## src/hw/tag_store_settings.svh

```systemverilog
// Size macros for the tag store: ways, sets, tag width, RAM latency, index width
`ifndef TAG_STORE_SETTINGS_SVH
`define TAG_STORE_SETTINGS_SVH

// Associativity of the cache
`define TS_WAYS 4

// Number of sets, one tag word per set and way
`define TS_SETS 16

// Stored tag width in bits
`define TS_TAG_W 8

// Read latency of the tag memories in cycles
`define TS_RAM_LAT 1

// Set index width, log2 of TS_SETS
`define TS_IDX_W 4

`endif

```

## src/hw/tag_entry_pkg.sv

```systemverilog
// Tag memory word type and way, index and tag types
package tag_entry_pkg;

`include "tag_store_settings.svh"

  // One bit per way, used as one-hot indicator or as mask
  typedef logic [`TS_WAYS-1:0] way_ind_t;

  // Binary way number
  typedef logic [$clog2(`TS_WAYS)-1:0] way_bin_t;

  // Set index, also the memory address
  typedef logic [`TS_IDX_W-1:0] index_t;

  // Cache line tag
  typedef logic [`TS_TAG_W-1:0] tag_t;

  // Word held in each tag memory location
  typedef struct packed {
    // Line holds data
    logic valid;
    // Line differs from next level
    logic dirty;
    // Stored tag
    tag_t tag;
  } tag_entry_t;

endpackage

```

## src/hw/tag_req_pkg.sv

```systemverilog
// Opcode and controller state enums, request and response structs
package tag_req_pkg;

  // Operation carried by a request
  typedef enum logic [0:0] {
    OP_LOOKUP = 1'b0,
    OP_FLUSH  = 1'b1
  } tag_op_e;

  // Controller states
  typedef enum logic [1:0] {
    // Clearing the tag memories after reset
    ST_INIT = 2'd0,
    // Waiting for a request
    ST_IDLE = 2'd1,
    // Read issued, waiting for memory data
    ST_READ = 2'd2,
    // Read data valid, response held under back-pressure
    ST_RESP = 2'd3
  } ctrl_state_e;

  // Request from the hit/miss side
  typedef struct packed {
    tag_op_e                 op;
    tag_entry_pkg::index_t   index;
    tag_entry_pkg::tag_t     tag;
    // Line is being written, mark it dirty
    logic                    dirty;
    // Ways taking part in a lookup, or the one way to flush
    tag_entry_pkg::way_ind_t way_mask;
  } tag_req_t;

  // Response back to the hit/miss side
  typedef struct packed {
    // One-hot way that was hit, filled or flushed
    tag_entry_pkg::way_ind_t way;
    logic                    hit;
    // Old line must be written back
    logic                    evict;
    tag_entry_pkg::tag_t     evict_tag;
  } tag_res_t;

endpackage

```

## src/hw/tag_ram_bank.sv

```systemverilog
// Tag memories, one per way, with read pipeline and read-valid token
`include "tag_store_settings.svh"

module tag_ram_bank (
  input  logic                                         clk_i,
  input  tag_entry_pkg::way_ind_t                      en_i,
  input  tag_entry_pkg::way_ind_t                      we_i,
  input  tag_entry_pkg::index_t                        idx_i,
  input  tag_entry_pkg::tag_entry_t                    wdata_i,
  output tag_entry_pkg::tag_entry_t [`TS_WAYS-1:0]     rdata_o,
  output logic                                         rd_valid_o
);

  // Read token, one bit per pipeline stage
  logic [`TS_RAM_LAT-1:0] tok_q;

  // Token travels with the data, any way reading starts it
  // Flushed to zero by the init sweep, which only writes
  always_ff @(posedge clk_i) begin
    tok_q[0] <= |(en_i & ~we_i);
    for (int s = 1; s < `TS_RAM_LAT; s++) begin
      tok_q[s] <= tok_q[s-1];
    end
  end

  assign rd_valid_o = tok_q[`TS_RAM_LAT-1];

  for (genvar w = 0; w < `TS_WAYS; w++) begin : gen_way
    tag_entry_pkg::tag_entry_t mem_q [`TS_SETS];
    tag_entry_pkg::tag_entry_t pipe_q [`TS_RAM_LAT];

    // Single port, write has priority over read
    always_ff @(posedge clk_i) begin
      if (en_i[w] && we_i[w]) begin
        mem_q[idx_i] <= wdata_i;
      end
    end

    // Stages only move on a read, so the output holds until the next one
    always_ff @(posedge clk_i) begin
      if (en_i[w] && !we_i[w]) begin
        pipe_q[0] <= mem_q[idx_i];
      end
      for (int s = 1; s < `TS_RAM_LAT; s++) begin
        if (tok_q[s-1]) begin
          pipe_q[s] <= pipe_q[s-1];
        end
      end
    end

    assign rdata_o[w] = pipe_q[`TS_RAM_LAT-1];
  end

endmodule

```

## src/hw/tag_compare.sv

```systemverilog
// Per-way tag compare, valid and dirty vectors, chosen-way entry mux
`include "tag_store_settings.svh"

module tag_compare (
  input  tag_entry_pkg::tag_entry_t [`TS_WAYS-1:0] rdata_i,
  input  tag_entry_pkg::tag_t                      tag_i,
  input  tag_entry_pkg::way_ind_t                  mask_i,
  input  tag_entry_pkg::way_ind_t                  sel_way_i,
  output tag_entry_pkg::way_ind_t                  hit_o,
  output tag_entry_pkg::way_ind_t                  valid_o,
  output tag_entry_pkg::way_ind_t                  dirty_o,
  output tag_entry_pkg::tag_entry_t                sel_entry_o
);

  // Binary form of the chosen way
  tag_entry_pkg::way_bin_t sel_bin;

  for (genvar w = 0; w < `TS_WAYS; w++) begin : gen_cmp
    // Only masked ways with a valid line may hit
    assign hit_o[w]   = mask_i[w] & rdata_i[w].valid & (rdata_i[w].tag == tag_i);
    assign valid_o[w] = rdata_i[w].valid;
    assign dirty_o[w] = rdata_i[w].dirty;
  end

  // One-hot to binary, an empty vector maps to way 0
  always_comb begin
    sel_bin = '0;
    for (int w = 0; w < `TS_WAYS; w++) begin
      if (sel_way_i[w]) begin
        sel_bin = sel_bin | tag_entry_pkg::way_bin_t'(w);
      end
    end
  end

  assign sel_entry_o = rdata_i[sel_bin];

endmodule

```

## src/hw/victim_select.sv

```systemverilog
// Victim way choice, free ways first, then round robin over unlocked ways
`include "tag_store_settings.svh"

module victim_select (
  input  logic                    clk_i,
  input  logic                    rst_n_i,
  input  logic                    req_i,
  input  tag_entry_pkg::way_ind_t valid_i,
  input  tag_entry_pkg::way_ind_t lock_i,
  output tag_entry_pkg::way_ind_t victim_o,
  output logic                    evict_o
);

  tag_entry_pkg::way_bin_t ptr_q;
  tag_entry_pkg::way_bin_t rr_bin;
  tag_entry_pkg::way_ind_t free;
  // Set once a way is chosen in the current search
  logic                    found;

  // Unlocked ways without a valid line
  assign free = ~valid_i & ~lock_i;

  always_comb begin
    victim_o = '0;
    evict_o  = 1'b0;
    rr_bin   = ptr_q;
    found    = 1'b0;
    // Lowest free way, nothing to evict
    for (int w = 0; w < `TS_WAYS; w++) begin
      if (!found && free[w]) begin
        victim_o[w] = 1'b1;
        found       = 1'b1;
      end
    end
    // All unlocked ways valid, search from the pointer with wrap
    for (int k = 0; k < `TS_WAYS; k++) begin
      if (!found && !lock_i[(int'(ptr_q) + k) % `TS_WAYS]) begin
        victim_o[(int'(ptr_q) + k) % `TS_WAYS] = 1'b1;
        rr_bin  = tag_entry_pkg::way_bin_t'((int'(ptr_q) + k) % `TS_WAYS);
        evict_o = 1'b1;
        found   = 1'b1;
      end
    end
  end

  // Pointer moves past the way taken by round robin
  always_ff @(posedge clk_i) begin
    if (!rst_n_i) begin
      ptr_q <= '0;
    end else if (req_i && evict_o) begin
      if (rr_bin == tag_entry_pkg::way_bin_t'(`TS_WAYS - 1)) begin
        ptr_q <= '0;
      end else begin
        ptr_q <= rr_bin + 1'b1;
      end
    end
  end

endmodule

```

## src/hw/tag_store_ctrl.sv

```systemverilog
// Tag store FSM: init sweep, lookup, dirty update, miss fill, flush
`include "tag_store_settings.svh"

module tag_store_ctrl (
  input  logic                      clk_i,
  input  logic                      rst_n_i,
  input  logic                      req_valid_i,
  input  tag_req_pkg::tag_req_t     req_i,
  output logic                      req_ready_o,
  output tag_entry_pkg::way_ind_t   ram_en_o,
  output tag_entry_pkg::way_ind_t   ram_we_o,
  output tag_entry_pkg::index_t     ram_idx_o,
  output tag_entry_pkg::tag_entry_t ram_wdata_o,
  input  logic                      rd_valid_i,
  input  tag_entry_pkg::way_ind_t   hit_i,
  input  tag_entry_pkg::way_ind_t   dirty_i,
  output tag_entry_pkg::way_ind_t   sel_way_o,
  input  tag_entry_pkg::tag_entry_t sel_entry_i,
  input  tag_entry_pkg::way_ind_t   victim_i,
  input  logic                      victim_evict_i,
  output logic                      victim_req_o,
  output tag_entry_pkg::tag_t       cur_tag_o,
  output tag_entry_pkg::way_ind_t   cur_mask_o,
  output logic                      res_valid_o,
  output tag_req_pkg::tag_res_t     res_o,
  input  logic                      res_ready_i
);

  tag_req_pkg::ctrl_state_e state_q, state_d;
  tag_req_pkg::tag_req_t    req_q;
  tag_entry_pkg::index_t    init_idx_q;

  logic resp_phase;
  logic res_fire;
  logic take;
  logic is_hit;
  logic is_flush;
  logic dirty_upd;
  logic chain_ok;

  assign is_flush  = (req_q.op == tag_req_pkg::OP_FLUSH);
  assign is_hit    = |hit_i;
  // Hit line not yet dirty but the request writes it
  assign dirty_upd = req_q.dirty & ~|(hit_i & dirty_i);

  // Response is valid once read data arrives and stays until taken
  assign resp_phase  = (state_q == tag_req_pkg::ST_RESP) |
                       ((state_q == tag_req_pkg::ST_READ) & rd_valid_i);
  assign res_valid_o = resp_phase;
  assign res_fire    = resp_phase & res_ready_i;

  // Clean hit frees the memory port, so a new lookup may start now
  assign chain_ok    = res_fire & ~is_flush & is_hit & ~dirty_upd;
  assign req_ready_o = (state_q == tag_req_pkg::ST_IDLE) |
                       (chain_ok & (req_i.op == tag_req_pkg::OP_LOOKUP));
  assign take        = req_valid_i & req_ready_o;

  assign cur_tag_o    = req_q.tag;
  assign cur_mask_o   = req_q.way_mask;
  assign sel_way_o    = is_flush ? req_q.way_mask : (is_hit ? hit_i : victim_i);
  // One pointer step per answered miss
  assign victim_req_o = res_fire & ~is_flush & ~is_hit;

  // Response word
  always_comb begin
    res_o = '0;
    if (is_flush) begin
      res_o.way       = req_q.way_mask;
      res_o.evict     = sel_entry_i.valid & sel_entry_i.dirty;
      res_o.evict_tag = sel_entry_i.tag;
    end else if (is_hit) begin
      res_o.way = hit_i;
      res_o.hit = 1'b1;
    end else begin
      // Empty victim when every way is locked
      res_o.way   = victim_i;
      res_o.evict = victim_evict_i & sel_entry_i.dirty;
      if (victim_evict_i) begin
        res_o.evict_tag = sel_entry_i.tag;
      end
    end
  end

  // Memory control and next state
  always_comb begin
    ram_en_o    = '0;
    ram_we_o    = '0;
    ram_idx_o   = req_q.index;
    ram_wdata_o = '0;
    state_d     = state_q;
    unique case (state_q)
      tag_req_pkg::ST_INIT: begin
        // Zero one set in all ways per cycle
        ram_en_o  = '1;
        ram_we_o  = '1;
        ram_idx_o = init_idx_q;
        if (init_idx_q == tag_entry_pkg::index_t'(`TS_SETS - 1)) begin
          state_d = tag_req_pkg::ST_IDLE;
        end
      end
      tag_req_pkg::ST_IDLE: begin
        if (take) begin
          state_d = tag_req_pkg::ST_READ;
        end
      end
      tag_req_pkg::ST_READ, tag_req_pkg::ST_RESP: begin
        if (resp_phase && !res_ready_i) begin
          // Spill full, hold everything
          state_d = tag_req_pkg::ST_RESP;
        end else if (res_fire) begin
          state_d = tag_req_pkg::ST_IDLE;
          if (is_flush) begin
            // Clear the flushed way
            ram_en_o = req_q.way_mask;
            ram_we_o = req_q.way_mask;
          end else if (!is_hit) begin
            // Fill the victim, nothing written if all ways locked
            ram_en_o    = victim_i;
            ram_we_o    = victim_i;
            ram_wdata_o = '{valid: 1'b1, dirty: req_q.dirty, tag: req_q.tag};
          end else if (dirty_upd) begin
            ram_en_o    = hit_i;
            ram_we_o    = hit_i;
            ram_wdata_o = '{valid: 1'b1, dirty: 1'b1, tag: req_q.tag};
          end else if (take) begin
            state_d = tag_req_pkg::ST_READ;
          end
        end
      end
    endcase
    // New request reads every way of its set
    if (take) begin
      ram_en_o  = '1;
      ram_idx_o = req_i.index;
    end
  end

  always_ff @(posedge clk_i) begin
    if (!rst_n_i) begin
      state_q    <= tag_req_pkg::ST_INIT;
      init_idx_q <= '0;
    end else begin
      state_q <= state_d;
      if (state_q == tag_req_pkg::ST_INIT) begin
        init_idx_q <= init_idx_q + 1'b1;
      end
    end
  end

  // Request held for the whole operation
  always_ff @(posedge clk_i) begin
    if (take) begin
      req_q <= req_i;
    end
  end

endmodule

```

## src/hw/resp_spill.sv

```systemverilog
// Two-slot spill register for the response path
module resp_spill (
  input  logic                  clk_i,
  input  logic                  rst_n_i,
  input  logic                  valid_i,
  input  tag_req_pkg::tag_res_t data_i,
  output logic                  ready_o,
  output logic                  valid_o,
  output tag_req_pkg::tag_res_t data_o,
  input  logic                  ready_i
);

  // Slot a takes input, slot b catches a stalled output
  tag_req_pkg::tag_res_t a_data_q, b_data_q;
  logic                  a_full_q, b_full_q;
  logic                  a_fill, a_drain;
  logic                  b_fill, b_drain;

  assign a_fill  = valid_i & ready_o;
  // Slot a leaves either to the output or into slot b
  assign a_drain = a_full_q & ~b_full_q;
  assign b_fill  = a_drain & ~ready_i;
  assign b_drain = b_full_q & ready_i;

  always_ff @(posedge clk_i) begin
    if (!rst_n_i) begin
      a_full_q <= 1'b0;
      b_full_q <= 1'b0;
    end else begin
      if (a_fill || a_drain) begin
        a_full_q <= a_fill;
      end
      if (b_fill || b_drain) begin
        b_full_q <= b_fill;
      end
    end
  end

  always_ff @(posedge clk_i) begin
    if (a_fill) begin
      a_data_q <= data_i;
    end
    if (b_fill) begin
      b_data_q <= a_data_q;
    end
  end

  // Slot b is older whenever it is full
  assign valid_o = a_full_q | b_full_q;
  assign data_o  = b_full_q ? b_data_q : a_data_q;
  // Depends on register state only
  assign ready_o = ~a_full_q | ~b_full_q;

endmodule

```

## src/hw/tag_store_top.sv

```systemverilog
// Tag store top level: controller, tag memories, compare, victim choice, spill
`include "tag_store_settings.svh"

module tag_store_top (
  input  logic                    clk_i,
  input  logic                    rst_n_i,
  input  tag_entry_pkg::way_ind_t spm_lock_i,
  input  logic                    req_valid_i,
  input  tag_req_pkg::tag_req_t   req_i,
  output logic                    req_ready_o,
  output logic                    resp_valid_o,
  output tag_req_pkg::tag_res_t   resp_o,
  input  logic                    resp_ready_i
);

  // Memory request
  tag_entry_pkg::way_ind_t                  ram_en, ram_we;
  tag_entry_pkg::index_t                    ram_idx;
  tag_entry_pkg::tag_entry_t                ram_wdata;
  tag_entry_pkg::tag_entry_t [`TS_WAYS-1:0] ram_rdata;
  logic                                     rd_valid;

  // Compare results
  tag_entry_pkg::way_ind_t   hit, valid, dirty, sel_way, cur_mask;
  tag_entry_pkg::tag_entry_t sel_entry;
  tag_entry_pkg::tag_t       cur_tag;

  // Victim choice
  tag_entry_pkg::way_ind_t victim;
  logic                    victim_evict, victim_req;

  // Controller to spill
  tag_req_pkg::tag_res_t res;
  logic                  res_valid, res_ready;

  tag_store_ctrl u_ctrl (
    .clk_i          (clk_i),
    .rst_n_i        (rst_n_i),
    .req_valid_i    (req_valid_i),
    .req_i          (req_i),
    .req_ready_o    (req_ready_o),
    .ram_en_o       (ram_en),
    .ram_we_o       (ram_we),
    .ram_idx_o      (ram_idx),
    .ram_wdata_o    (ram_wdata),
    .rd_valid_i     (rd_valid),
    .hit_i          (hit),
    .dirty_i        (dirty),
    .sel_way_o      (sel_way),
    .sel_entry_i    (sel_entry),
    .victim_i       (victim),
    .victim_evict_i (victim_evict),
    .victim_req_o   (victim_req),
    .cur_tag_o      (cur_tag),
    .cur_mask_o     (cur_mask),
    .res_valid_o    (res_valid),
    .res_o          (res),
    .res_ready_i    (res_ready)
  );

  tag_ram_bank u_ram (
    .clk_i      (clk_i),
    .en_i       (ram_en),
    .we_i       (ram_we),
    .idx_i      (ram_idx),
    .wdata_i    (ram_wdata),
    .rdata_o    (ram_rdata),
    .rd_valid_o (rd_valid)
  );

  tag_compare u_cmp (
    .rdata_i     (ram_rdata),
    .tag_i       (cur_tag),
    .mask_i      (cur_mask),
    .sel_way_i   (sel_way),
    .hit_o       (hit),
    .valid_o     (valid),
    .dirty_o     (dirty),
    .sel_entry_o (sel_entry)
  );

  victim_select u_victim (
    .clk_i    (clk_i),
    .rst_n_i  (rst_n_i),
    .req_i    (victim_req),
    .valid_i  (valid),
    .lock_i   (spm_lock_i),
    .victim_o (victim),
    .evict_o  (victim_evict)
  );

  resp_spill u_spill (
    .clk_i   (clk_i),
    .rst_n_i (rst_n_i),
    .valid_i (res_valid),
    .data_i  (res),
    .ready_o (res_ready),
    .valid_o (resp_valid_o),
    .data_o  (resp_o),
    .ready_i (resp_ready_i)
  );

endmodule

```

## config.mk

```make
export PLATFORM = sky130hd
export DESIGN_NAME = tag_store_top
export DESIGN_NICKNAME = d
export VERILOG_FILES = /design/src/hw/tag_entry_pkg.sv /design/src/hw/tag_req_pkg.sv /design/src/hw/tag_ram_bank.sv /design/src/hw/tag_compare.sv /design/src/hw/victim_select.sv /design/src/hw/tag_store_ctrl.sv /design/src/hw/resp_spill.sv /design/src/hw/tag_store_top.sv
export VERILOG_INCLUDE_DIRS = /design/src /design/src/hw
export SDC_FILE = /design/constraint.sdc
export NUM_CORES = 1
export LEC_CHECK = 0
export CORE_ASPECT_RATIO = 0.6
export CORE_MARGIN = 4
export CORE_UTILIZATION = 57
export CTS_BUF_LIST = sky130_fd_sc_hd__clkbuf_4 sky130_fd_sc_hd__clkbuf_8 sky130_fd_sc_hd__clkbuf_16
export DETAILED_ROUTE_END_ITERATION = 12
export DONT_BUFFER_PORTS = 1
export PLACE_DENSITY = 0.77
export SYNTH_ARGS = -nofsm -noshare
export SYNTH_HDL_FRONTEND = slang
export SYNTH_SLANG_ARGS = --single-unit
```

## constraint.sdc

```tcl
create_clock -name clk_i -period 6.85 [get_ports clk_i]
set_input_delay 1.0275 -clock clk_i [delete_from_list [all_inputs] [get_ports clk_i]]
set_output_delay 1.0275 -clock clk_i [all_outputs]
set_load 0.05 [all_outputs]
```

==> results.md <==
* Outcome: finished, final reports clean
* Largest cells by area after synthesis: edfxtp_1 (69%), o311a_1 (3.8%), o211ai_1 (2.9%), and2_1 (2.7%), and3_1 (2.5%)
* Worst setup EP type: register
* Fmax at 185 MHz
* Post-Synthesis Cells at 2215
* Post-synthesis sequential area ratio at 69.9%
* Multi-input gate area at 0.00823 mm^2
* Synth cell count leaders: edfxtp_1 (726), nor2_1 (147), nand3_1 (139)
* Final setup vio count at 0
* Routed len/inst at 28.3 um
* Root buffer cell: clkbuf_16
* Sw Ratio at 22.0%
* Initial DRC Count at 3342
* Mean post-synth cell area at 14.2 um^2
* Data required time of the critical path at 7090 ps
* Row cnt at 66
* WS Path Type: register to register
* GPL Wtd Cong at 0.935
* Flop pwr share at 54.0%
* Clk_lat worst skew at 640 ps
* Ratio of routed vias to standard cells at 6.75
* Global-route usage over all layers at 27.7%
* I/O pin total at 42
* Post-synth top area share at 69.2%
* FF-to-FF Start: u_ctrl.cur_tag_o[1]
* Min Hold Slack at 445 ps
* Pwr per Cell Area at 272 mW/mm^2
* Area leader, netlist: edfxtp_1
* Hold endpoint: u_spill.b_data_q[10]
* Logic pwr share at 6.5%
* Setup TNS at 0 ps
* Die extent in y at 190 um
* DR pass1 iterations at 6
* Die footprint at 0.0592 mm^2
* Largest net degree at the start of global routing at 184
* Nets at 2181
* P_leak at 12.7 nW
* Residual DRC at 0
* Synthesis-stage register bit count at 737
* Setup Skew at 38.3 ps
* Worst ir drop on vdd at 243 uV
* Tcrit/Tclk final at 79.1%
* Max-slew headroom at 22.7%
* Period minus WS final at 5420 ps
* Routed WL at 82600 um
* Antenna violations before repair at 9
* Vias in the first global route at 18.4k
* Max-capacitance violation count at 0
* Placed Area at 0.0320 mm^2
* Int Pwr at 7.25 mW
* Synth cell types at 71
* Reg2reg setup slack at 1430 ps
* Hold Path Class: register to register
* Asr flop ratio synth at 0%
* Share of layout cells above drive strength 1 at 9.36%
* Layout area overhead at 8.29%
* Num CTS Buffers at 61
* Max FO, Critical Path at 24
* Hold Crit Depth at 0
* First-pass GRT wire length at 123000 um
* Post-cts resize count at 0
* Inserted Diodes at 0
* Min-delay src: u_spill.a_data_q[10]
* Post-route cell area at 0.0341 mm^2
* Port buffer count at 0
* Antenna viol nets, final at 0
* Placeable Area at 0.0544 mm^2
* Synth Cell Area at 0.0315 mm^2
* CTS Hold Buffers Added at 0
* Post-synth top flop: edfxtp_1
* Starting density of the core at 57.9%
* Worst-Margin Slew at 1160 ps
* Count leader, synth: edfxtp_1
* Power Total at 9.29 mW
* Total gr overflow at 0
* Register area at 0.0220 mm^2
* R2R Path End: u_ram.gen_way[3].mem_q[8][6]
* Worst Setup Start Kind: register
* Vias at 19.7k
* CTS tree: done
* Max Slew Vio Count at 0
* Die width at 311 um
* Fin. Hold Viols at 0
* Post-synth EDFFs at 726
* RSZ-0062 raised after global routing: no
* Clock sinks at 737
* Hpwl dp at 51300 um
* Critical path arrival at 5660 ps
* Setup Buffers After CTS at 0
* H-tree levels at 2
* Synth Net Count at 2246
* Clock tree buffer depth at 3
* Psw at 2.04 mW
* Warnings, synthesis at 0
* Fillers at 3868
* Worst Reg2Reg Path Length in Cells at 12
* Clock network fraction of total power at 39.5%
* Reg clk slew, reported paths at 80 ps
## cells in the final DEF (no fill, tap or decap), drive strengths merged, types with 25 or more instances in the layout
| master | synthesis | layout |
|---|---|---|
| mux2i | 53 | 53 |
| mux2 | 25 | 25 |
| buf | 93 | 45 |
| edfxtp | 726 | 726 |
| o311a | 120 | 120 |
| clkinv | 0 | 27 |
| inv | 138 | 141 |
| and2 | 135 | 135 |
| or4 | 40 | 40 |
| o32ai | 40 | 40 |
| nor2 | 147 | 147 |
| nand3 | 139 | 139 |
| o211ai | 122 | 122 |
| clkbuf | 80 | 72 |
| nor3 | 27 | 27 |
| and3 | 125 | 125 |
| a21oi | 28 | 28 |
## power by group through the flow
stage	registers (mW)	logic [mW]	clock network, mW
after detailed placement	5.11	0.583	0
after global routing	5.02	0.643	3.90
final	5.01	0.605	3.67
after global placement	5.11	0.571	0
after CTS	5.01	0.587	3.69
after floorplan	5.10	0.422	0
## flip-flops by register name, indices dropped and copies added, names as in the netlist
signal / flops
u_ctrl.cur_tag_o: 8
u_ctrl.is_flush: 1
u_ram.rd_valid_o: 1
u_ctrl.init_idx_q: 4
u_ram.gen_way.mem_q: 640
u_ctrl.cur_mask_o: 4
u_victim.ptr_q: 2
u_spill.b_data_q: 14
u_ram.gen_way.pipe_q: 40
u_spill.a_full_q: 1
u_spill.a_data_q: 14
u_spill.b_full_q: 1
u_ctrl.req_q: 5
u_ctrl.state_q: 2
## layer usage
layer	wire length, um	GRT usage [%]	up-vias	part of all wire, %
li1	-	-	8408	-
met1	34400	43.2	9719	42
met2	33500	37.5	1392	41
met3	13000	9.68	144	16
met4	1620	5.39	10	2.0
met5	83	0	-	0.10
## critical path, cell delays in order, from the launching register on
cell and delay [ps]:
edfxtp_1 530, xor2_1 220, nor3_1 380, nand3_1 280, nand4b_4 320, a31oi_4 180, inv_1 460, nand2_1 170
buf_4 240, a21oi_4 550, buf_4 450, nand2_1 310, nor2_1 930
## metrics by stage
stage / std cells / util (%) / setup WS [ps]
2_1_floorplan: 2215 / - / 8.46
3_3_place_gp: 2801 / 58.8 / 1650
3_5_place_dp: 2801 / 58.8 / 1660
4_1_cts: 2916 / 62.7 / 1620
5_1_grt: 2916 / 62.7 / 1250
6_report: 2916 / 62.7 / 1430
## logic make-up (layout without fill, tap and decap cells)
| kind of cell | Yosys count | after routing | share of synthesized area (%) |
|---|---|---|---|
| AOI/OAI and AO/OA | 373 | 373 | 9.89 |
| adders and majority gates | 5 | 5 | 0.199 |
| DFF | 737 | 737 | 69.9 |
| xor gates and xnor gates | 37 | 37 | 1.03 |
| buffers and inverters | 311 | 298 | 4.40 |
| muxes | 80 | 80 | 2.72 |
| and+or+nand+nor | 672 | 672 | 11.9 |
## how the worst max path moves through the flow
| stage | start | endpoint | slack (ps) | cells past startpoint |
|---|---|---|---|---|
| after floorplan | u_ctrl.state_q[0] | u_ram.gen_way[0].mem_q[0][8] | 8 | 6 |
| after CTS | u_ctrl.cur_tag_o[1] | u_ram.gen_way[0].mem_q[10][3] | 1620 | 12 |
| after global routing | u_ctrl.cur_tag_o[1] | u_ram.gen_way[0].mem_q[11][8] | 1250 | 12 |
| after detailed placement | u_ctrl.cur_tag_o[1] | u_ram.gen_way[3].mem_q[10][3] | 1660 | 12 |
| final | u_ctrl.cur_tag_o[1] | u_ram.gen_way[3].mem_q[8][6] | 1430 | 12 |
| after global placement | u_ctrl.cur_tag_o[1] | u_ram.gen_way[0].mem_q[10][3] | 1650 | 12 |
## cell type report
class / instances / area share, %
clock buffers: 72 / 4.72
repair buffers: 45 / 1.06
flip-flops and latches: 737 / 64.6
clock inverters: 43 / 1.39
multi-input cells: 1167 / 24.1
well taps: 714 / 2.62
inverters: 138 / 1.52
Power figures use the tool's default switching activity.
